<file path="src/twiddleTable.hex">
// Q1.15 cosines for k = 0 to 15, then negated sines for k = 0 to 15
7FFF
7D89
7641
6A6D
5A82
471C
30FB
18F9
0000
E707
CF05
B8E4
A57E
9593
89BF
8277
0000
E707
CF05
B8E4
A57E
9593
89BF
8277
8001
8277
89BF
9593
A57E
B8E4
CF05
E707

</file>
<file path="src/fftPkg.sv">
//////////////////////////////////////////////////
// Transform sizes and data formats for the 32-point FFT
// Samples and twiddles are signed Q1.15 words
// Address pairs are packed a over b
//////////////////////////////////////////////////

package fftPkg;

    // Transform geometry
    localparam int FftPoints           = 32;
    localparam int FftStages           = 5;
    localparam int ButterfliesPerStage = 16;
    localparam int AddrWidth           = 5;

    // Fixed-point word and multiplier sizes
    localparam int SampleWidth  = 16;
    localparam int ProductWidth = 36;
    // Low bit of the kept product slice, drops the Q1.15 fraction growth
    localparam int ProductLsb   = 15;

    // Twiddle ROM image, real parts first then imaginary parts
    localparam string TwiddleFile = "/design/src/twiddleTable.hex";

    typedef logic signed [SampleWidth-1:0] sample_t;

    // One complex memory word
    typedef struct packed {
        sample_t re;
        sample_t im;
    } complex_t;

    // Butterfly address pair
    typedef struct packed {
        logic [AddrWidth-1:0] a;
        logic [AddrWidth-1:0] b;
    } addrPair_t;

endpackage

</file>
<file path="src/capturePkg.sv">
//////////////////////////////////////////////////
// Sampling and display constants
// One sample every SamplePeriod clocks, LEDs show bins 0 to 15
//////////////////////////////////////////////////

package capturePkg;

    // Clock cycles between two samples
    localparam int SamplePeriod = 64;

    // Levels stored for a high and a low input
    localparam int SampleHigh = 1023;
    localparam int SampleLow  = -1024;

    // LED bar, one LED per displayed bin
    localparam int LedCount    = 16;
    localparam int LedBinWidth = 4;

endpackage

</file>
<file path="src/sampleCounter.sv">
//////////////////////////////////////////////////
// Samples data once per SamplePeriod and loads 32 words
// Strobes between the 33rd strobe and done are dropped
//////////////////////////////////////////////////
`timescale 1ns/10ps

module sampleCounter
    import fftPkg::*;
    import capturePkg::*;
(
    input  logic                 clk,
    input  logic                 reset,
    input  logic                 data,
    input  logic                 done,
    output logic                 loadWrite,
    output logic                 start,
    output logic [AddrWidth-1:0] loadAddr,
    output complex_t             loadData
);

    localparam int TimerWidth = $clog2(SamplePeriod);
    localparam logic [TimerWidth-1:0] TimerLast = TimerWidth'(SamplePeriod - 1);
    // Count value at which the frame is full and start fires
    localparam logic [AddrWidth:0] StartCount = (AddrWidth + 1)'(FftPoints);

    logic [TimerWidth-1:0] timer;
    logic [AddrWidth:0]    frameCount;
    logic                  strobe;

    // Sample strobe timer
    always_ff @(posedge clk or posedge reset) begin
        if (reset) begin
            timer <= '0;
        end else if (strobe) begin
            timer <= '0;
        end else begin
            timer <= timer + 1'b1;
        end
    end

    assign strobe = (timer == TimerLast);

    // Frame counter, parks one past StartCount until the FFT reports done
    always_ff @(posedge clk or posedge reset) begin
        if (reset) begin
            frameCount <= '0;
        end else if (done) begin
            frameCount <= '0;
        end else if (strobe && frameCount <= StartCount) begin
            frameCount <= frameCount + 1'b1;
        end
    end

    assign loadWrite = strobe && (frameCount < StartCount);
    assign start     = strobe && (frameCount == StartCount);
    assign loadAddr  = frameCount[AddrWidth-1:0];

    // Real input only
    assign loadData.re = data ? sample_t'(SampleHigh) : sample_t'(SampleLow);
    assign loadData.im = '0;

endmodule

</file>
<file path="src/fftSequencer.sv">
//////////////////////////////////////////////////
// Address generator for the in-place radix-2 DIT FFT
// Two cycles per butterfly, done 162 cycles after start
// start is only taken in WAIT
//////////////////////////////////////////////////
`timescale 1ns/10ps

module fftSequencer
    import fftPkg::*;
(
    input  logic                 clk,
    input  logic                 reset,
    input  logic                 start,
    output addrPair_t            addrs,
    output logic [AddrWidth-1:0] twiddleAddr,
    output logic                 writeEn,
    output logic                 bankSel,
    output logic                 lastStage,
    output logic                 clear,
    output logic                 done
);

    localparam int StageWidth = $clog2(FftStages);
    localparam int FlyWidth   = $clog2(ButterfliesPerStage);
    localparam logic [StageWidth-1:0] LastStageIdx = StageWidth'(FftStages - 1);
    localparam logic [FlyWidth-1:0]   LastFly      = FlyWidth'(ButterfliesPerStage - 1);
    // CLEAR, one READ and WRITE pair per butterfly, then DONE
    localparam int DoneDelay = 2 * FftStages * ButterfliesPerStage + 2;

    typedef enum logic [2:0] {WAIT, CLEAR, READ, WRITE, DONE} state_t;

    state_t                state;
    state_t                nextState;
    logic [StageWidth-1:0] stage;
    logic [FlyWidth-1:0]   fly;
    logic [FlyWidth-1:0]   twiddleMask;

    // Rotate a bin address left by the stage index
    function automatic logic [AddrWidth-1:0] rotateLeft(
        input logic [AddrWidth-1:0]  value,
        input logic [StageWidth-1:0] amount
    );
        logic [2*AddrWidth-1:0] doubled;
        doubled = {value, value} << amount;
        return doubled[2*AddrWidth-1:AddrWidth];
    endfunction

    //////////////////////////////////////////////////
    // State and loop indices
    //////////////////////////////////////////////////

    always_ff @(posedge clk or posedge reset) begin
        if (reset) begin
            state <= WAIT;
            stage <= '0;
            fly   <= '0;
        end else begin
            state <= nextState;
            if (state == CLEAR) begin
                stage <= '0;
                fly   <= '0;
            end else if (state == WRITE) begin
                // Indices only move once the pair is written
                if (fly == LastFly) begin
                    fly   <= '0;
                    stage <= stage + 1'b1;
                end else begin
                    fly <= fly + 1'b1;
                end
            end
        end
    end

    always_comb begin
        case (state)
            WAIT:    nextState = start ? CLEAR : WAIT;
            CLEAR:   nextState = READ;
            READ:    nextState = WRITE;
            WRITE:   nextState = (stage == LastStageIdx && fly == LastFly) ? DONE : READ;
            DONE:    nextState = WAIT;
            default: nextState = WAIT;
        endcase
    end

    //////////////////////////////////////////////////
    // Addresses and strobes
    //////////////////////////////////////////////////

    // Even and odd partners of twice the butterfly index
    assign addrs.a = rotateLeft({fly, 1'b0}, stage);
    assign addrs.b = rotateLeft({fly, 1'b1}, stage);

    // Stage s keeps the top s bits of the butterfly index
    assign twiddleMask = {FlyWidth{1'b1}} << (LastStageIdx - stage);
    assign twiddleAddr = {1'b0, fly & twiddleMask};

    // Even stages read bank 0 and write bank 1
    assign bankSel   = stage[0];
    assign writeEn   = (state == WRITE);
    assign lastStage = (state == WRITE) && (stage == LastStageIdx);
    assign clear     = (state == CLEAR);
    assign done      = (state == DONE);

    // An accepted start yields the result after all stages and butterflies
    assert property (@(posedge clk) disable iff (reset)
        (start && state == WAIT) |-> ##DoneDelay done);

endmodule

</file>
<file path="src/pingPongMemory.sv">
//////////////////////////////////////////////////
// Two complex banks, each with two registered ports
// Loads land in bank 0 bit-reversed, reads lag by a cycle
// Last-stage writes store zeros
//////////////////////////////////////////////////
`timescale 1ns/10ps

module pingPongMemory
    import fftPkg::*;
(
    input  logic                 clk,
    input  logic                 loadWrite,
    input  logic                 writeEn,
    input  logic                 bankSel,
    input  logic                 lastStage,
    input  logic [AddrWidth-1:0] loadAddr,
    input  complex_t             loadData,
    input  complex_t             writeA,
    input  complex_t             writeB,
    input  addrPair_t            addrs,
    output complex_t             readA,
    output complex_t             readB
);

    localparam int Banks = 2;

    logic [AddrWidth-1:0] loadAddrRev;
    complex_t             fftDataA;
    complex_t             fftDataB;

    // Per-bank port controls
    logic                 bankWe     [Banks];
    logic                 portWeA    [Banks];
    logic [AddrWidth-1:0] portAddrA  [Banks];
    complex_t             portDataA  [Banks];
    complex_t             bankQa     [Banks];
    complex_t             bankQb     [Banks];

    // Bit-reversed load order for DIT input
    assign loadAddrRev = {<<{loadAddr}};

    // Results of the last stage are only observed, the bank is left zeroed
    assign fftDataA = lastStage ? '0 : writeA;
    assign fftDataB = lastStage ? '0 : writeB;

    //////////////////////////////////////////////////
    // Bank steering
    //////////////////////////////////////////////////

    always_comb begin
        // Write to the bank that is not being read
        bankWe[0] = writeEn & bankSel;
        bankWe[1] = writeEn & ~bankSel;
        for (int i = 0; i < Banks; i++) begin
            portWeA[i]   = bankWe[i];
            portAddrA[i] = addrs.a;
            portDataA[i] = fftDataA;
        end
        // Sample loads share port A of bank 0
        if (loadWrite) begin
            portWeA[0]   = 1'b1;
            portAddrA[0] = loadAddrRev;
            portDataA[0] = loadData;
        end
    end

    for (genvar g = 0; g < Banks; g++) begin : genBank
        complex_t store [FftPoints];

        // Dual port, write-through on both ports
        always_ff @(posedge clk) begin
            if (portWeA[g]) begin
                store[portAddrA[g]] <= portDataA[g];
                bankQa[g]           <= portDataA[g];
            end else begin
                bankQa[g] <= store[portAddrA[g]];
            end
            if (bankWe[g]) begin
                store[addrs.b] <= fftDataB;
                bankQb[g]      <= fftDataB;
            end else begin
                bankQb[g] <= store[addrs.b];
            end
        end
    end

    // Read side follows the stage parity
    assign readA = bankSel ? bankQa[1] : bankQa[0];
    assign readB = bankSel ? bankQb[1] : bankQb[0];

    // Loads and transform writes must not meet on bank 0 port A
    assert property (@(posedge clk) !(loadWrite && writeEn));

endmodule

</file>
<file path="src/butterflyUnit.sv">
//////////////////////////////////////////////////
// Combinational radix-2 butterfly with twiddle ROM
// No saturation, results wrap on overflow
//////////////////////////////////////////////////
`timescale 1ns/10ps

module butterflyUnit
    import fftPkg::*;
(
    input  complex_t             readA,
    input  complex_t             readB,
    input  logic [AddrWidth-1:0] twiddleAddr,
    output complex_t             writeA,
    output complex_t             writeB
);

    // Twiddle ROM, cosines at 0 to 15 and sines at 16 to 31
    sample_t twiddleRom [FftPoints];

    logic [AddrWidth-1:0]           imagAddr;
    sample_t                        wRe;
    sample_t                        wIm;
    logic signed [ProductWidth-1:0] prodRe;
    logic signed [ProductWidth-1:0] prodIm;
    sample_t                        scaledRe;
    sample_t                        scaledIm;

    initial begin
        $readmemh(TwiddleFile, twiddleRom);
    end

    // Imaginary half sits one half-table above
    assign imagAddr = twiddleAddr + AddrWidth'(ButterfliesPerStage);
    assign wRe      = twiddleRom[twiddleAddr];
    assign wIm      = twiddleRom[imagAddr];

    // B times W
    assign prodRe = readB.re * wRe - readB.im * wIm;
    assign prodIm = readB.im * wRe + readB.re * wIm;

    // Back to the sample format
    assign scaledRe = sample_t'(prodRe[ProductLsb +: SampleWidth]);
    assign scaledIm = sample_t'(prodIm[ProductLsb +: SampleWidth]);

    // Sum and difference outputs
    assign writeA.re = readA.re + scaledRe;
    assign writeA.im = readA.im + scaledIm;
    assign writeB.re = readA.re - scaledRe;
    assign writeB.im = readA.im - scaledIm;

endmodule

</file>
<file path="src/peakFinder.sv">
//////////////////////////////////////////////////
// Strongest-bin search over the last FFT stage
// Ties keep the lower bin, display holds until the next done
//////////////////////////////////////////////////
`timescale 1ns/10ps

module peakFinder
    import fftPkg::*;
    import capturePkg::*;
(
    input  logic                 clk,
    input  logic                 reset,
    input  logic                 lastStage,
    input  logic                 clear,
    input  logic                 done,
    input  logic [AddrWidth-1:0] binAddr,
    input  complex_t             value,
    output logic [LedCount-1:0]  leds
);

    // Sum of two full-scale squares needs one extra bit
    localparam int PowerWidth = 2 * SampleWidth + 1;

    logic signed [PowerWidth-1:0] power;
    logic signed [PowerWidth-1:0] bestPower;
    logic [AddrWidth-1:0]         bestAddr;
    logic [LedBinWidth-1:0]       binReg;

    // Squared magnitude
    assign power = value.re * value.re + value.im * value.im;

    // Running maximum
    always_ff @(posedge clk or posedge reset) begin
        if (reset) begin
            bestPower <= '0;
            bestAddr  <= '0;
        end else if (clear) begin
            bestPower <= '0;
            bestAddr  <= '0;
        end else if (lastStage && power > bestPower) begin
            bestPower <= power;
            bestAddr  <= binAddr;
        end
    end

    // Displayed bin
    always_ff @(posedge clk or posedge reset) begin
        if (reset) begin
            binReg <= '0;
        end else if (done) begin
            binReg <= bestAddr[LedBinWidth-1:0];
        end
    end

    // One-hot decode
    assign leds = LedCount'(1) << binReg;

    // Last-stage A addresses from the sequencer stay in the lower half
    assert property (@(posedge clk) disable iff (reset)
        done |-> (bestAddr < AddrWidth'(LedCount)));

endmodule

</file>
<file path="src/toneAnalyzer.sv">
//////////////////////////////////////////////////
// Square-wave tone analyzer, single clock domain
// Shows the strongest of bins 0 to 15 one-hot on leds
//////////////////////////////////////////////////
`timescale 1ns/10ps

module toneAnalyzer
    import fftPkg::*;
    import capturePkg::*;
(
    input  logic                clk,
    input  logic                reset,
    input  logic                data,
    output logic                done,
    output logic [LedCount-1:0] leds
);

    // Capture to memory
    logic                 loadWrite;
    logic                 start;
    logic [AddrWidth-1:0] loadAddr;
    complex_t             loadData;

    // Sequencer controls
    addrPair_t            addrs;
    logic [AddrWidth-1:0] twiddleAddr;
    logic                 writeEn;
    logic                 bankSel;
    logic                 lastStage;
    logic                 clear;

    // Datapath
    complex_t             readA;
    complex_t             readB;
    complex_t             writeA;
    complex_t             writeB;

    sampleCounter i_sampleCounter (
        .clk(clk), .reset(reset), .data(data), .done(done),
        .loadWrite(loadWrite), .start(start), .loadAddr(loadAddr), .loadData(loadData)
    );

    fftSequencer i_fftSequencer (
        .clk(clk), .reset(reset), .start(start), .addrs(addrs), .twiddleAddr(twiddleAddr),
        .writeEn(writeEn), .bankSel(bankSel), .lastStage(lastStage), .clear(clear),
        .done(done)
    );

    pingPongMemory i_pingPongMemory (
        .clk(clk), .loadWrite(loadWrite), .writeEn(writeEn), .bankSel(bankSel),
        .lastStage(lastStage), .loadAddr(loadAddr), .loadData(loadData),
        .writeA(writeA), .writeB(writeB), .addrs(addrs), .readA(readA), .readB(readB)
    );

    butterflyUnit i_butterflyUnit (
        .readA(readA), .readB(readB), .twiddleAddr(twiddleAddr),
        .writeA(writeA), .writeB(writeB)
    );

    // Peak search watches the A output of the final stage
    peakFinder i_peakFinder (
        .clk(clk), .reset(reset), .lastStage(lastStage), .clear(clear), .done(done),
        .binAddr(addrs.a), .value(writeA), .leds(leds)
    );

endmodule

</file>
<file path="config.mk">
export PLATFORM = sky130hd
export DESIGN_NAME = toneAnalyzer
export DESIGN_NICKNAME = d
export VERILOG_FILES = /design/src/fftPkg.sv /design/src/capturePkg.sv /design/src/sampleCounter.sv /design/src/fftSequencer.sv /design/src/pingPongMemory.sv /design/src/butterflyUnit.sv /design/src/peakFinder.sv /design/src/toneAnalyzer.sv
export SDC_FILE = /design/constraint.sdc
export NUM_CORES = 1
export LEC_CHECK = 0
export BUFFER_PORTS_ARGS = -buffer_cell sky130_fd_sc_hd__clkbuf_2
export CAP_MARGIN = 25
export CORE_MARGIN = 1.5
export CORE_UTILIZATION = 56
export DETAILED_ROUTE_END_ITERATION = 12
export PLACE_DENSITY = 0.78
export SYNTH_ARGS = -nofsm -noshare
export SYNTH_HDL_FRONTEND = slang
export SYNTH_SLANG_ARGS = --single-unit
</file>
<file path="constraint.sdc">
create_clock -name clk -period 2.2 [get_ports clk]
set_clock_uncertainty 0.15 [all_clocks]
set_input_delay 0.11 -clock clk [delete_from_list [all_inputs] [get_ports clk]]
set_output_delay 0.11 -clock clk [all_outputs]
set_load 0.01 [all_outputs]
</file>
==> Word-level counts from Yosys, hierarchy flattened <==
Memories as Yosys holds them, arrays and structs flattened.
Index checks and enable logic that the tools add are counted.
{ "classes": {"addsub": 11, "multipliers": 6, "magnitude_cmp": 3, "n_eq_ne": 8, "shifts": 3, "mux": 37, "n_bitwise": 7, "reduce_logical": 12} }
{ "op_table": {"columns": ["operator", "n"], "rows": [
  ["32-bit two-way mux", 9],
  ["16-bit by 16-bit multiplier with 31-bit output (second input constant)", 4],
  ["33-bit two-way mux", 2],
  ["16-bit by 16-bit multiplier with 32-bit output", 2],
  ["33-bit adder", 1],
  ["33-bit greater-than comparator", 1],
  ["16-bit adder", 2],
  ["16-bit subtractor", 2],
  ["31-bit adder", 1],
  ["31-bit subtractor", 1],
  ["4-bit two-way mux", 5],
  ["10-bit by 3-bit << shifter with 10-bit output", 2],
  ["6-bit two-way mux", 3],
  ["16-bit two-way mux", 1],
  ["1-bit by 4-bit << shifter with 16-bit output (first input constant)", 1],
  ["6-bit by 1-bit adder with 6-bit output (second input constant)", 2],
  ["6-bit equality test (second input constant)", 2],
  ["3-bit two-way mux", 4],
  ["3-bit case mux with 4 select lines", 1],
  ["1-bit two-way mux", 11],
  ["2-bit nonzero test", 4],
  ["3-bit by 2-bit equality test with 1-bit output (second input constant)", 2],
  ["3-bit equality test (second input constant)", 2],
  ["6-bit less-or-equal comparator (second input constant)", 1],
  ["12 further kinds", 21]
]} }
{ "word_totals": {"register_bits": 63, "ram_bits": 2176, "inputBits": 3, "output_inout_bits": 17, "wordCells": 99, "n_memories": 4} }
{ "mem_list": {"columns": ["memory", "words", "word_bits", "read_ports", "rd_ports_with_merged_regs", "wr", "line", "source"], "rows": [
  ["i_pingPongMemory.genBank[0].store", 32, 32, 2, 0, 2, "pingPongMemory.sv:68", "complex_t store [FftPoints];"],
  ["i_pingPongMemory.genBank[1].store", 32, 32, 2, 0, 2, "pingPongMemory.sv:68", null],
  ["i_pingPongMemory.bankQa", 2, 32, 2, 0, 2, "pingPongMemory.sv:36", "complex_t bankQa [Banks];"],
  ["i_pingPongMemory.bankQb", 2, 32, 2, 0, 2, "pingPongMemory.sv:37", "complex_t bankQb [Banks];"]
]} }

==> Longest topological paths before layout <==
Gate-level depths: netlist of the first run.
An unclocked memory read counts as a cell.
{ "logic_depth": {"depth_word": 11, "ltp_mapped": 6, "mapped_depth_nobuf": 6} }

==> Cells and area by module <==
Synthesis of the first run repeated with hierarchy kept, for this count alone.
{ "hier_totals": {"hier_cells": 13210, "hier_area_um2": 144836.4} }
{ "modules_own_cells": {"columns": ["module", "instances", "cells_each", "area_per_inst_um2", "seq_area_each_um2"], "rows": [
  ["pingPongMemory", 1, 10402, 120083.9, 64061.4],
  ["peakFinder", 1, 2535, 22412.7, 1026.0],
  ["fftSequencer", 1, 107, 929.6, 250.2],
  ["sampleCounter", 1, 100, 922.1, 300.3],
  ["butterflyUnit", 1, 66, 488.0, 0.0]
]} }

==> Worst setup path after synthesis of the first run <==
OpenSTA, ideal clock, no wires.
{ "synth_timing": {"kind": "register -> register", "start": "register i_sampleCounter.frameCount[0]", "end": "register i_sampleCounter.frameCount[4]", "t_arrival_ns": 1.651, "t_required_ns": 1.927, "slack_ns": 0.276, "path_stages_with_launch": 7, "period_less_slack_ns": 1.924, "path_cell_list": "dfrtp_1 > inv_1 > ha_1 > or4b_4 > a2111oi_4 > xnor2_1 > nor2_2"} }
{ "synth_between": {"elab_chain_cells": 3, "elab_cells_between_ends": 6} }
{ "synth_rtl": {"columns": ["item", "line", "source"], "rows": [
  ["from (decl)", "sampleCounter.sv:27", "logic [AddrWidth:0] frameCount;"],
  ["from (signal assigned)", "sampleCounter.sv:50", "frameCount <= frameCount + 1'b1;"],
  ["6-bit by 1-bit adder with 6-bit output / 6-bit less-or-equal comparator (equally long branches)", "sampleCounter.sv:50, sampleCounter.sv:49", null],
  ["6-bit two-way mux / 1-bit logical AND (equally long branches)", "sampleCounter.sv:49", "end else if (strobe && frameCount <= StartCount) begin"],
  ["6-bit two-way mux / 2-bit nonzero test (equally long branches)", null, null]
]} }
Parallel ways exist; a longest one is shown, timed or not. The select of a mux whose other input is x is not followed.
A chain may end at the register's enable or synchronous reset.

==> Final worst setup path of the first run <==
{ "layout_timing": {"start": "register i_sampleCounter.frameCount[0]", "end": "register i_sampleCounter.frameCount[1]"} }
Same word-level chain as after synthesis.

==> flow_results.xml, run 1 <==
<?xml version="1.0" encoding="UTF-8"?>
<metrics>
  <group name="layout">
    <metric name="final_cells" unit="">205</metric>
    <metric name="fillerInstances" unit="">207</metric>
    <metric name="layout.cells.most_common_list" unit="">sky130_fd_sc_hd__dfrtp_1 (30), sky130_fd_sc_hd__nor2_1 (21), sky130_fd_sc_hd__clkbuf_2 (18)</metric>
    <metric name="final_common_cell" unit="">sky130_fd_sc_hd__dfrtp_1</metric>
    <metric name="diodes" unit="">0</metric>
    <metric name="area_growth_syn_to_layout" unit="%">12.8</metric>
    <metric name="ratio_of_cells_with_drive_above_1_in_the_final_layout" unit="">0.200</metric>
    <metric name="final_nets" unit="">183</metric>
  </group>
  <group name="sta">
    <metric name="rsz0062_at_grt" unit="">false</metric>
    <metric name="finalCriticalPeriod" unit="ns">2.05</metric>
    <metric name="fmaxAchievable" unit="MHz">489</metric>
    <metric name="slew_hr" unit="">0.683</metric>
    <metric name="finalHoldWorstSlack" unit="ns">0.216</metric>
    <metric name="period_share" unit="">0.930</metric>
    <metric name="finalSetupViolations" unit="">0</metric>
    <metric name="totalNegativeSetupSlack" unit="ns">0</metric>
    <metric name="finalHoldViolations" unit="">0</metric>
    <metric name="timing_worst_slew_pin_value" unit="ns">0.474</metric>
    <metric name="finalMaxSlewViolations" unit="">0</metric>
  </group>
  <group name="route">
    <metric name="post_drt_via_cell_ratio" unit="">5.62</metric>
    <metric name="first_pass_iters" unit="">4</metric>
    <metric name="detail_route.wirelength" unit="mm">2.72</metric>
    <metric name="postRouteAntennaNets" unit="">0</metric>
    <metric name="detail_route.wl_per_cell" unit="um">13.3</metric>
    <metric name="drt_iter0_markers" unit="">19</metric>
    <metric name="detailroute.via_count" unit="">1153</metric>
    <metric name="remaining_drc_errors" unit="">0</metric>
  </group>
  <group name="power">
    <metric name="switching_share" unit="">0.221</metric>
    <metric name="power.clock.fraction" unit="">0.379</metric>
    <metric name="pwr-share-comb" unit="">0.015</metric>
    <metric name="power-per-cell-area" unit="nW/um^2">537</metric>
    <metric name="leakage" unit="nW">0.790</metric>
    <metric name="irDropWorstVdd" unit="uV">461</metric>
    <metric name="p_sw" unit="mW">0.201</metric>
    <metric name="power.sequential.fraction" unit="">0.605</metric>
    <metric name="power_report.internal_total" unit="mW">0.709</metric>
    <metric name="total_power" unit="mW">0.910</metric>
  </group>
  <group name="place">
    <metric name="detailed_place_hpwl" unit="mm">1.92</metric>
    <metric name="finalWeightedCongestion" unit="">0.829</metric>
    <metric name="placed_cells_incl_taps" unit="">196</metric>
    <metric name="buffer_ports.inserted" unit="">18</metric>
  </group>
  <group name="floorplan">
    <metric name="standard_cell_row_count" unit="">18</metric>
    <metric name="io-pin-count" unit="">20</metric>
    <metric name="placeableCoreArea" unit="um^2">2500</metric>
    <metric name="die_x" unit="um">54.8</metric>
    <metric name="initial_utilization" unit="">0.601</metric>
    <metric name="die_h" unit="um">54.8</metric>
    <metric name="die_area" unit="um^2">3000</metric>
  </group>
  <group name="global_routing">
    <metric name="antenna_found_initial" unit="">0</metric>
    <metric name="grt_first_pass_wirelength" unit="mm">4.33</metric>
    <metric name="pin_count_of_the_biggest_net_entering_global_routing" unit="">31</metric>
    <metric name="number_of_global_route_vias_before_repair" unit="">1034</metric>
    <metric name="grt.overflow.total" unit="">0</metric>
    <metric name="globalRouteTotalUtil" unit="">0.206</metric>
  </group>
  <group name="critical_path">
    <metric name="cp_data_arrival_time" unit="ns">2.09</metric>
    <metric name="critical_path_class" unit="">flop to flop</metric>
    <metric name="cp.required" unit="ns">2.24</metric>
    <metric name="highest_net_fanout_along_the_worst_path" unit="">5</metric>
    <metric name="critical_path_startpoint" unit="">i_sampleCounter.frameCount[0]</metric>
    <metric name="critPathCaptureType" unit="">flop</metric>
    <metric name="reg2reg_from" unit="">i_sampleCounter.frameCount[0]</metric>
    <metric name="start_kind" unit="">flop</metric>
    <metric name="number_of_cells_on_the_worst_reg_to_reg_path" unit="">6</metric>
    <metric name="critical_path.reg2reg.endpoint" unit="">i_sampleCounter.frameCount[1]</metric>
    <metric name="crit_end" unit="">i_sampleCounter.frameCount[1]</metric>
    <metric name="setup.reg_to_reg.worst_slack" unit="ns">0.15</metric>
  </group>
  <group name="synthesis">
    <metric name="synthesized_netlist_net_count" unit="">159</metric>
    <metric name="ys_types" unit="">31</metric>
    <metric name="ys_ff_latch" unit="">30</metric>
    <metric name="postSynthCellCount" unit="">150</metric>
    <metric name="syn_avg_cell_area" unit="um^2">10.0</metric>
    <metric name="share_of_the_yosys_chip_area_belonging_to_registers" unit="">0.500</metric>
    <metric name="synthesis.area" unit="um^2">1500</metric>
    <metric name="yosysWarningCount" unit="">0</metric>
  </group>
  <group name="clock_tree">
    <metric name="cts_num_sinks" unit="">30</metric>
    <metric name="cts_root_buf" unit="">sky130_fd_sc_hd__clkbuf_4</metric>
    <metric name="max-clock-path-buffers" unit="">2</metric>
    <metric name="clk_pin_slew" unit="ns">0.11</metric>
    <metric name="tritoncts" unit="">done</metric>
    <metric name="total_cts_buffers" unit="">5</metric>
    <metric name="cts.repair.resized" unit="">0</metric>
    <metric name="clk_latency_worst_skew_pair" unit="ns">0.33</metric>
    <metric name="cts-htree-levels" unit="">2</metric>
  </group>
  <group name="hold_path">
    <metric name="hold_path.class" unit="">input port to asynchronous set/reset pin</metric>
  </group>
  <group name="run_status">
    <metric name="run_status" unit="">finished, final reports clean</metric>
  </group>
  <group name="run">
    <metric name="max_capacitance_violation_count" unit="">0</metric>
  </group>
</metrics>
-- layout make-up --
class / instances / area (um^2) / share of cell area
flip-flops and latches: 30 / 751 / 0.443
multi-input cells: 110 / 713 / 0.421
repair buffers: 20 / 108 / 0.0635
clock buffers: 7 / 55.1 / 0.0325
well taps: 30 / 37.5 / 0.0221
inverters: 7 / 26.3 / 0.0155
clock inverters: 1 / 5.00 / 0.00295
-- sequential cells by signal, summed over array words and instances (netlist names) --
name and cells:
i_peakFinder.binReg 4, i_sampleCounter.timer 6, i_fftSequencer.stage 3, i_sampleCounter.frameCount 6, i_fftSequencer.fly 4, i_peakFinder.bestAddr 4, i_fftSequencer.state 3
-- per-layer routing --
layer / share of wire / GRT usage / vias to the layer above
met5: 0 / 0 / -
met1: 0.47 / 0.238 / 552
met4: 0.014 / 0.0917 / 0
met3: 0.038 / 0.0574 / 7
met2: 0.48 / 0.353 / 25
li1: - / - / 569
-- per-stage QoR --
step / cell area (um^2) / util / setup WS [ns]
after floorplan: 1500 / - / 0.276
after global placement: 1630 / 0.650 / 0.216
after detailed placement: 1630 / 0.650 / 0.165
after CTS: 1700 / 0.678 / 0.151
after global routing: 1700 / 0.678 / 0.0490
final: 1700 / 0.678 / 0.154
-- synth_stat cells --
cell type	instances	area [um^2]
sky130_fd_sc_hd__ha_1	6	75.1
sky130_fd_sc_hd__or4b_4	1	13.8
sky130_fd_sc_hd__nor2_1	21	78.8
sky130_fd_sc_hd__a2bb2oi_1	1	8.76
sky130_fd_sc_hd__nand2b_1	5	31.3
sky130_fd_sc_hd__nand3_1	9	45.0
sky130_fd_sc_hd__and3_1	1	6.26
sky130_fd_sc_hd__mux2_2	4	45.0
sky130_fd_sc_hd__o31ai_1	2	15.0
sky130_fd_sc_hd__inv_1	7	26.3
sky130_fd_sc_hd__clkbuf_1	2	7.51
sky130_fd_sc_hd__xor2_1	2	17.5
sky130_fd_sc_hd__nor2b_1	4	25.0
sky130_fd_sc_hd__buf_2	1	5.00
sky130_fd_sc_hd__xnor2_1	5	43.8
sky130_fd_sc_hd__o21ai_0	7	35.0
sky130_fd_sc_hd__nand3b_1	1	7.51
sky130_fd_sc_hd__nor4_1	2	12.5
sky130_fd_sc_hd__mux2i_1	2	20.0
sky130_fd_sc_hd__nand2_1	13	48.8
sky130_fd_sc_hd__dfrtp_1	30	751
sky130_fd_sc_hd__a21oi_1	4	20.0
sky130_fd_sc_hd__nand4_1	2	12.5
sky130_fd_sc_hd__nor2_2	1	6.26
sky130_fd_sc_hd__a2111oi_4	2	55.1
sky130_fd_sc_hd__a21o_1	1	7.51
sky130_fd_sc_hd__a211oi_1	1	7.51
sky130_fd_sc_hd__and2_1	1	6.26
sky130_fd_sc_hd__nor3_1	10	50.1
sky130_fd_sc_hd__a31oi_1	1	6.26
sky130_fd_sc_hd__a211oi_2	1	12.5
-- power by group through the flow --
stage / clock network, mW / registers, mW / logic, mW
2_1_floorplan: 0 / 0.562 / 0.00815
3_3_place_gp: 0 / 0.562 / 0.0128
3_5_place_dp: 0 / 0.562 / 0.0134
4_1_cts: 0.354 / 0.551 / 0.0148
5_1_grt: 0.386 / 0.551 / 0.0169
6_report: 0.345 / 0.551 / 0.0139
-- how the worst min path moves through the flow --
stage / startpoint / cells after the start / end
2_1_floorplan: reset / 1 / i_fftSequencer.fly[0]
3_3_place_gp: reset / 3 / i_fftSequencer.fly[0]
3_5_place_dp: reset / 3 / i_fftSequencer.fly[3]
4_1_cts: reset / 4 / i_fftSequencer.fly[3]
5_1_grt: reset / 4 / i_fftSequencer.fly[3]
6_report: reset / 4 / i_fftSequencer.fly[3]
-- critical path, stage by stage, from the launching register on --
cell                       delay, ns
sky130_fd_sc_hd__dfrtp_1        0.43
sky130_fd_sc_hd__inv_1          0.08
sky130_fd_sc_hd__ha_1           0.14
sky130_fd_sc_hd__or4b_4         0.53
sky130_fd_sc_hd__a211oi_2       0.32
sky130_fd_sc_hd__mux2i_1        0.22
sky130_fd_sc_hd__nor2_1         0.05
-- cells by family after synthesis --
group / count (synthesis) / synth area share
buffers and inverters: 10 / 0.0258
adder cells (fa/ha/maj): 6 / 0.0500
flip-flops: 30 / 0.500
AND/OR/NAND/NOR: 71 / 0.229
XOR/XNOR: 7 / 0.0408
AO/OA/AOI/OAI: 20 / 0.112
multiplexers: 6 / 0.0433
-- what timing repair did --
action,4_1_cts,5_1_grt
buffers inserted,0,0
endpoints found under the hold margin,30,0
hold buffers,1,0
No activity file was read; power rests on OpenSTA's default activity.
==> run 2: changes to the inputs <==
--- a/config.mk
+++ b/config.mk
@@ -8,9 +8,9 @@
 export BUFFER_PORTS_ARGS = -buffer_cell sky130_fd_sc_hd__clkbuf_2
 export CAP_MARGIN = 25
 export CORE_MARGIN = 1.5
-export CORE_UTILIZATION = 56
+export CORE_UTILIZATION = 51
 export DETAILED_ROUTE_END_ITERATION = 12
-export PLACE_DENSITY = 0.78
+export PLACE_DENSITY = 0.72
 export SYNTH_ARGS = -nofsm -noshare
 export SYNTH_HDL_FRONTEND = slang
 export SYNTH_SLANG_ARGS = --single-unit
==> constraint.sdc (replaced) <==
create_clock -name clk -period 2.2 [get_ports clk]
set_clock_uncertainty 0.15 [all_clocks]
set_input_delay 0.44 -clock clk [delete_from_list [all_inputs] [get_ports clk]]
set_output_delay 0.44 -clock clk [all_outputs]
set_load 0.01 [all_outputs]
==> run 2 against run 1 <==
Net effect:
- the flow now finishes with violations (negative hold slack)
- critical path depth unchanged
- largest power group unchanged
- largest cell class unchanged
- via count fell by 1.1%
- first-iteration DRC count increased to 2.7 times the previous value
- sequential power hardly changed
==> flow_results.xml, run 2 (synthesis gave the netlist of run 1 again) <==
<?xml version="1.0" encoding="UTF-8"?>
<metrics>
  <group name="sta">
    <metric name="finalCriticalPeriod" unit="ns">2.03</metric>
    <metric name="totalNegativeSetupSlack" unit="ns">0</metric>
    <metric name="finalMaxSlewViolations" unit="">0</metric>
    <metric name="timing_worst_slew_pin_value" unit="ns">0.448</metric>
    <metric name="finalHoldWorstSlack" unit="ns">-0.00598</metric>
    <metric name="fmaxAchievable" unit="MHz">492</metric>
    <metric name="finalHoldViolations" unit="">14</metric>
    <metric name="slew_hr" unit="">0.700</metric>
    <metric name="fin_ws" unit="ns">0.168</metric>
    <metric name="rsz0062_at_grt" unit="">false</metric>
    <metric name="period_share" unit="">0.924</metric>
    <metric name="finalSetupViolations" unit="">0</metric>
  </group>
  <group name="clock_tree">
    <metric name="tritoncts" unit="">done</metric>
    <metric name="cts-htree-levels" unit="">2</metric>
    <metric name="cts_num_sinks" unit="">30</metric>
    <metric name="clk_pin_slew" unit="ns">0.10</metric>
    <metric name="clk_latency_worst_skew_pair" unit="ns">0.34</metric>
    <metric name="post_cts_setup_driven_buffer_insertion_count" unit="">0</metric>
    <metric name="max-clock-path-buffers" unit="">2</metric>
    <metric name="total_cts_buffers" unit="">5</metric>
    <metric name="cts_root_buf" unit="">sky130_fd_sc_hd__clkbuf_4</metric>
    <metric name="post_cts_hold_buffer_count" unit="">0</metric>
    <metric name="cts.repair.resized" unit="">0</metric>
  </group>
  <group name="critical_path">
    <metric name="cp_slowest_cell" unit="">sky130_fd_sc_hd__or4b_4</metric>
    <metric name="number_of_cells_on_the_worst_reg_to_reg_path" unit="">6</metric>
    <metric name="setup.reg_to_reg.worst_slack" unit="ns">0.17</metric>
    <metric name="critPathCaptureType" unit="">flop</metric>
    <metric name="cp.required" unit="ns">2.29</metric>
    <metric name="reg2reg_from" unit="">i_sampleCounter.frameCount[0]</metric>
    <metric name="path_cells" unit="">inv_1, ha_1, or4b_4, a211oi_2, mux2i_1, nor2_1</metric>
    <metric name="cp_data_arrival_time" unit="ns">2.13</metric>
    <metric name="critical_path_class" unit="">flop to flop</metric>
    <metric name="highest_net_fanout_along_the_worst_path" unit="">5</metric>
    <metric name="timing.critical_path.slowest_cell_delay" unit="ns">0.52</metric>
    <metric name="critical_path.reg2reg.endpoint" unit="">i_sampleCounter.frameCount[1]</metric>
    <metric name="start_kind" unit="">flop</metric>
  </group>
  <group name="global_routing">
    <metric name="grt.overflow.total" unit="">0</metric>
    <metric name="antenna_found_initial" unit="">0</metric>
    <metric name="grt_first_pass_wirelength" unit="mm">4.58</metric>
    <metric name="globalRouteTotalUtil" unit="">0.188</metric>
    <metric name="number_of_global_route_vias_before_repair" unit="">1079</metric>
    <metric name="pin_count_of_the_biggest_net_entering_global_routing" unit="">31</metric>
  </group>
  <group name="route">
    <metric name="wl_met2" unit="mm">1.22</metric>
    <metric name="detailroute.via_count" unit="">1140</metric>
    <metric name="first_pass_iters" unit="">4</metric>
    <metric name="amount_of_wire_on_met3_after_detailed_routing" unit="um">122</metric>
    <metric name="met1_length" unit="mm">1.22</metric>
    <metric name="top_signal_layer_used" unit="">met4</metric>
    <metric name="postRouteAntennaNets" unit="">0</metric>
    <metric name="detail_route.wirelength" unit="mm">2.60</metric>
    <metric name="remaining_drc_errors" unit="">0</metric>
    <metric name="post_drt_via_cell_ratio" unit="">5.53</metric>
    <metric name="detail_route.wl_per_cell" unit="um">12.6</metric>
    <metric name="drt_iter0_markers" unit="">52</metric>
  </group>
  <group name="hold_path">
    <metric name="hold_path.class" unit="">input port to asynchronous set/reset pin</metric>
  </group>
  <group name="power">
    <metric name="leakage" unit="nW">0.801</metric>
    <metric name="irDropWorstVdd" unit="uV">598</metric>
    <metric name="power-per-cell-area" unit="nW/um^2">569</metric>
  </group>
  <group name="run">
    <metric name="max_capacitance_violation_count" unit="">0</metric>
  </group>
  <group name="floorplan">
    <metric name="initial_utilization" unit="">0.540</metric>
    <metric name="placeableCoreArea" unit="um^2">2780</metric>
    <metric name="die_area" unit="um^2">3280</metric>
    <metric name="die_x" unit="um">57.3</metric>
    <metric name="die_h" unit="um">57.3</metric>
    <metric name="io-pin-count" unit="">20</metric>
    <metric name="standard_cell_row_count" unit="">19</metric>
  </group>
  <group name="place">
    <metric name="buffer_ports.inserted" unit="">18</metric>
    <metric name="detailed_place_hpwl" unit="mm">1.84</metric>
    <metric name="finalWeightedCongestion" unit="">0.791</metric>
    <metric name="detailedPlace.worstSlack" unit="ns">0.183</metric>
  </group>
  <group name="layout">
    <metric name="final_nets" unit="">183</metric>
    <metric name="final_common_cell" unit="">sky130_fd_sc_hd__dfrtp_1</metric>
    <metric name="ratio_of_cells_with_drive_above_1_in_the_final_layout" unit="">0.217</metric>
    <metric name="diodes" unit="">0</metric>
    <metric name="layout.cells.most_common_list" unit="">sky130_fd_sc_hd__dfrtp_1 (30), sky130_fd_sc_hd__nor2_1 (21), sky130_fd_sc_hd__clkbuf_2 (18)</metric>
    <metric name="layout_top_registers" unit="">i_sampleCounter.frameCount x6, i_sampleCounter.timer x6</metric>
    <metric name="area_growth_syn_to_layout" unit="%">14.1</metric>
  </group>
  <group name="run_status">
    <metric name="failed_checks" unit="">negative hold slack</metric>
    <metric name="run_status" unit="">finished with violations</metric>
  </group>
</metrics>
## run 2: cell count changes in the layout (fill, tap and decap cells not counted), sizes merged
cell / change
clkinv: -1
dlygate4sd3: -1
buf: +1
clkbuf: +1
## run 2: worst max path at each step
stage / end / startpoint / slack (ns) / depth (start not counted)
2_1_floorplan: i_sampleCounter.frameCount[4] / i_sampleCounter.frameCount[0] / 0.28 / 6
3_3_place_gp: i_sampleCounter.frameCount[4] / i_sampleCounter.frameCount[0] / 0.24 / 6
3_5_place_dp: i_sampleCounter.frameCount[1] / i_sampleCounter.frameCount[0] / 0.18 / 6
4_1_cts: done / i_fftSequencer.state[1] / 0.07 / 3
5_1_grt: done / i_fftSequencer.state[1] / 0.03 / 3
6_report: i_sampleCounter.frameCount[1] / i_sampleCounter.frameCount[0] / 0.17 / 6
## run 2: metal layers
metal | vias to the layer above | global-route usage
met1 | 538 | 0.229
met2 | 28 | 0.291
met5 | - | 0
li1 | 569 | -
met4 | 0 | 0.126
met3 | 5 | 0.0522
## run 2: area by class of cell
type / instances / area [um^2]
multi-input combinational: 110 / 714
timing repair buffer: 20 / 105
sequential: 30 / 751
tap: 31 / 38.8
fill: 229 / 1070
clock buffer: 8 / 78.8
inverter: 7 / 26.3
## run 2: report_power, final
part / total, mW / internal [mW] / switching [mW]
clock: 0.412 / 0.218 / 0.194
sequential: 0.551 / 0.551 / 0
combinational: 0.0125 / 0.00194 / 0.0106
## run 2: worst max-delay path, delay by kind of cell (launching register included)
| kind | cells | cell delay (ns) |
|---|---|---|
| buffers and inverters | 1 | 0.07 |
| AND/OR/NAND/NOR | 2 | 0.58 |
| multiplexers | 1 | 0.23 |
| flip-flops | 1 | 0.43 |
| AO/OA/AOI/OAI | 1 | 0.34 |
| adder cells (fa/ha/maj) | 1 | 0.13 |
## run 2: stage by stage
stage                     cells   util  total power [mW]  area, um^2  hold slack, ns
after floorplan             150      -             0.570        1500           0.296
after global placement      198  0.587             0.575        1630           0.315
after detailed placement    198  0.587             0.575        1630           0.330
after CTS                   206  0.616             0.985        1710         0.00663
after global routing        206  0.616              1.02        1710          0.0117
final                       206  0.616             0.976        1710        -0.00598
==> run 3: changes to the inputs <==
--- a/config.mk
+++ b/config.mk
@@ -5,12 +5,13 @@
 export SDC_FILE = /design/constraint.sdc
 export NUM_CORES = 1
 export LEC_CHECK = 0
+export ABC_AREA = 1
 export BUFFER_PORTS_ARGS = -buffer_cell sky130_fd_sc_hd__clkbuf_2
 export CAP_MARGIN = 25
 export CORE_MARGIN = 1.5
 export CORE_UTILIZATION = 51
 export DETAILED_ROUTE_END_ITERATION = 12
-export PLACE_DENSITY = 0.72
+export PLACE_DENSITY = 0.71
 export SYNTH_ARGS = -nofsm -noshare
 export SYNTH_HDL_FRONTEND = slang
 export SYNTH_SLANG_ARGS = --single-unit
==> run 3 against run 2 <==
Net effect:
- the flow now finishes without violations
- clock-buffer cell count down 1
- sequential power about the same
- wire length up 3.0%
- sequential share of layout area down 2.4 points
- first-iteration DRC count up 21%
- critical endpoint is now leds[11]
- largest cell class unchanged
==> flow_results.xml, run 3 <==
<?xml version="1.0" encoding="UTF-8"?>
<metrics>
  <group name="clock_tree">
    <metric name="cts-htree-levels" unit="">2</metric>
    <metric name="cts_num_sinks" unit="">30</metric>
    <metric name="clk_latency_worst_skew_pair" unit="ns">0.32</metric>
    <metric name="post_cts_hold_buffer_count" unit="">0</metric>
    <metric name="total_cts_buffers" unit="">5</metric>
    <metric name="max-clock-path-buffers" unit="">2</metric>
    <metric name="cts_root_buf" unit="">sky130_fd_sc_hd__clkbuf_4</metric>
    <metric name="cts.repair.resized" unit="">0</metric>
    <metric name="tritoncts" unit="">done</metric>
    <metric name="clk_pin_slew" unit="ns">0.10</metric>
    <metric name="post_cts_setup_driven_buffer_insertion_count" unit="">0</metric>
  </group>
  <group name="sta">
    <metric name="finalSetupViolations" unit="">0</metric>
    <metric name="timing_worst_slew_pin_value" unit="ns">0.375</metric>
    <metric name="slew_hr" unit="">0.750</metric>
    <metric name="period_share" unit="">0.929</metric>
    <metric name="fmaxAchievable" unit="MHz">489</metric>
    <metric name="finalMaxSlewViolations" unit="">0</metric>
    <metric name="finalCriticalPeriod" unit="ns">2.04</metric>
    <metric name="finalHoldViolations" unit="">0</metric>
    <metric name="totalNegativeSetupSlack" unit="ns">0</metric>
    <metric name="rsz0062_at_grt" unit="">false</metric>
    <metric name="finalHoldWorstSlack" unit="ns">0.0115</metric>
  </group>
  <group name="floorplan">
    <metric name="die_h" unit="um">59.3</metric>
    <metric name="standard_cell_row_count" unit="">20</metric>
    <metric name="die_area" unit="um^2">3520</metric>
    <metric name="placeableCoreArea" unit="um^2">3030</metric>
    <metric name="die_x" unit="um">59.3</metric>
    <metric name="io-pin-count" unit="">20</metric>
    <metric name="initial_utilization" unit="">0.534</metric>
  </group>
  <group name="synthesis">
    <metric name="ys_types" unit="">33</metric>
    <metric name="synthesized_netlist_net_count" unit="">188</metric>
    <metric name="synth_edf_count" unit="">0</metric>
    <metric name="share_of_the_yosys_chip_area_belonging_to_registers" unit="">0.464</metric>
    <metric name="synth_commonest_cells" unit="">sky130_fd_sc_hd__dfrtp_1 (30), sky130_fd_sc_hd__nand2_1 (26), sky130_fd_sc_hd__nand3_1 (23)</metric>
    <metric name="syn_avg_cell_area" unit="um^2">9.03</metric>
    <metric name="postSynthCellCount" unit="">179</metric>
    <metric name="synth.largest_area_cell" unit="">sky130_fd_sc_hd__dfrtp_1</metric>
    <metric name="synthesis.area" unit="um^2">1620</metric>
    <metric name="synth.most_common_cell" unit="">sky130_fd_sc_hd__dfrtp_1</metric>
    <metric name="area_contributors_post_synth" unit="">sky130_fd_sc_hd__dfrtp_1 (46%), sky130_fd_sc_hd__nand3_1 (7.1%), sky130_fd_sc_hd__nand2_1 (6.0%)</metric>
    <metric name="postSynth.topFlopCell" unit="">sky130_fd_sc_hd__dfrtp_1</metric>
    <metric name="yosysWarningCount" unit="">0</metric>
    <metric name="ys_ff_latch" unit="">30</metric>
    <metric name="synthDominantCellAreaShare" unit="">0.464</metric>
    <metric name="synth-async-reset-ratio" unit="">1.00</metric>
  </group>
  <group name="route">
    <metric name="detailroute.via_count" unit="">1250</metric>
    <metric name="post_drt_via_cell_ratio" unit="">5.02</metric>
    <metric name="postRouteAntennaNets" unit="">0</metric>
    <metric name="detail_route.wl_per_cell" unit="um">10.8</metric>
    <metric name="detail_route.wirelength" unit="mm">2.68</metric>
    <metric name="drt_iter0_markers" unit="">63</metric>
    <metric name="first_pass_iters" unit="">4</metric>
    <metric name="remaining_drc_errors" unit="">0</metric>
  </group>
  <group name="global_routing">
    <metric name="pin_count_of_the_biggest_net_entering_global_routing" unit="">31</metric>
    <metric name="antenna_found_initial" unit="">0</metric>
    <metric name="globalRouteTotalUtil" unit="">0.179</metric>
    <metric name="number_of_global_route_vias_before_repair" unit="">1148</metric>
    <metric name="grt_first_pass_wirelength" unit="mm">4.80</metric>
    <metric name="grt.overflow.total" unit="">0</metric>
  </group>
  <group name="layout">
    <metric name="layout_top_registers" unit="">i_sampleCounter.frameCount x6, i_sampleCounter.timer x6</metric>
    <metric name="ratio_of_cells_with_drive_above_1_in_the_final_layout" unit="">0.263</metric>
    <metric name="area_growth_syn_to_layout" unit="%">12.1</metric>
    <metric name="final_cells" unit="">249</metric>
    <metric name="fillerInstances" unit="">256</metric>
    <metric name="layout.cells.most_common_list" unit="">sky130_fd_sc_hd__dfrtp_1 (30), sky130_fd_sc_hd__nand2_1 (26), sky130_fd_sc_hd__nand3_1 (23)</metric>
    <metric name="final_nets" unit="">213</metric>
    <metric name="diodes" unit="">0</metric>
    <metric name="final_common_cell" unit="">sky130_fd_sc_hd__dfrtp_1</metric>
  </group>
  <group name="critical_path">
    <metric name="critical_path_class" unit="">flop to output port</metric>
    <metric name="cp.required" unit="ns">1.61</metric>
    <metric name="critical-path-top-delay-family" unit="">flip-flops</metric>
    <metric name="highest_net_fanout_along_the_worst_path" unit="">9</metric>
    <metric name="critical_path_cell_count" unit="">3</metric>
    <metric name="start_kind" unit="">flop</metric>
    <metric name="cp_data_arrival_time" unit="ns">1.45</metric>
    <metric name="cp_slowest_cell" unit="">sky130_fd_sc_hd__dfrtp_1</metric>
    <metric name="path_cells" unit="">inv_2, nor4_1, clkbuf_2</metric>
    <metric name="number_of_cells_on_the_worst_reg_to_reg_path" unit="">7</metric>
    <metric name="setup.reg_to_reg.worst_slack" unit="ns">0.71</metric>
    <metric name="critPathCaptureType" unit="">output port</metric>
    <metric name="cp.buffers_inverters" unit="">2</metric>
    <metric name="timing.critical_path.slowest_cell_delay" unit="ns">0.51</metric>
  </group>
  <group name="place">
    <metric name="placed_cells_incl_taps" unit="">241</metric>
    <metric name="detailed_place_hpwl" unit="mm">2.02</metric>
    <metric name="finalWeightedCongestion" unit="">0.797</metric>
    <metric name="buffer_ports.inserted" unit="">18</metric>
  </group>
  <group name="run">
    <metric name="max_capacitance_violation_count" unit="">0</metric>
  </group>
  <group name="hold_path">
    <metric name="hold_path.class" unit="">input port to asynchronous set/reset pin</metric>
  </group>
  <group name="power">
    <metric name="irDropWorstVdd" unit="uV">415</metric>
    <metric name="leakage" unit="nW">0.920</metric>
    <metric name="power-per-cell-area" unit="nW/um^2">495</metric>
  </group>
  <group name="run_status">
    <metric name="run_status" unit="">finished, final reports clean</metric>
  </group>
</metrics>
run 3: cells by family after synthesis:
| group | count (synthesis) | synth area share |
|---|---|---|
| simple gates | 95 | 0.307 |
| flops | 30 | 0.464 |
| buf+inv | 25 | 0.0720 |
| compound gates | 16 | 0.0712 |
| xor+xnor | 6 | 0.0325 |
| fa+ha+maj | 6 | 0.0464 |
| mux | 1 | 0.00619 |
run 3: final cells by class:
class / count / area (um^2) / share of cell area
Clock buffer: 7 / 55.1 / 0.0304
Clock inverter: 1 / 5.00 / 0.00276
Inverter: 23 / 91.3 / 0.0504
Multi-Input combinational cell: 124 / 749 / 0.414
Sequential cell: 30 / 751 / 0.414
Tap cell: 44 / 55.1 / 0.0304
Timing Repair Buffer: 20 / 105 / 0.0580
run 3: final timing paths:
check,from,end
max,i_peakFinder.binReg[3],leds[11]
min,reset,i_peakFinder.binReg[1]
min in group clk,i_sampleCounter.timer[0],i_sampleCounter.timer[0]
max in group asynchronous,reset,i_sampleCounter.timer[5]
max reg2reg,i_fftSequencer.state[1],i_sampleCounter.frameCount[1]
min reg2reg,i_sampleCounter.timer[0],i_sampleCounter.timer[0]
run 3: where the power goes:
part | switching (mW) | internal, mW
clock network | 0.178 | 0.155
logic | 0.0106 | 0.00194
registers | 0 | 0.551
total | 0.189 | 0.708
run 3: worst reg2reg max path, delay by kind of cell (launching register included):
family        cells  cell delay [ns]
buf+inv           3             0.47
flops             1             0.47
simple gates      4             0.31
run 3: per-stage QoR:
step	area, um^2	setup slack [ns]	util	total power, mW
floorplan	1620	0.614	-	0.570
global placement	1750	0.574	0.579	0.575
detailed placement	1750	0.514	0.579	0.575
CTS	1810	0.148	0.598	0.911
global route	1810	0.00470	0.598	0.940
finish	1810	0.157	0.598	0.896
run 3: metal layers:
metal | track usage | up-vias | wire, um
li1 | - | 633 | -
met5 | 0 | - | 0
met3 | 0.0393 | 5 | 76
met4 | 0.0779 | 0 | 34
met2 | 0.284 | 25 | 1290
met1 | 0.233 | 587 | 1280
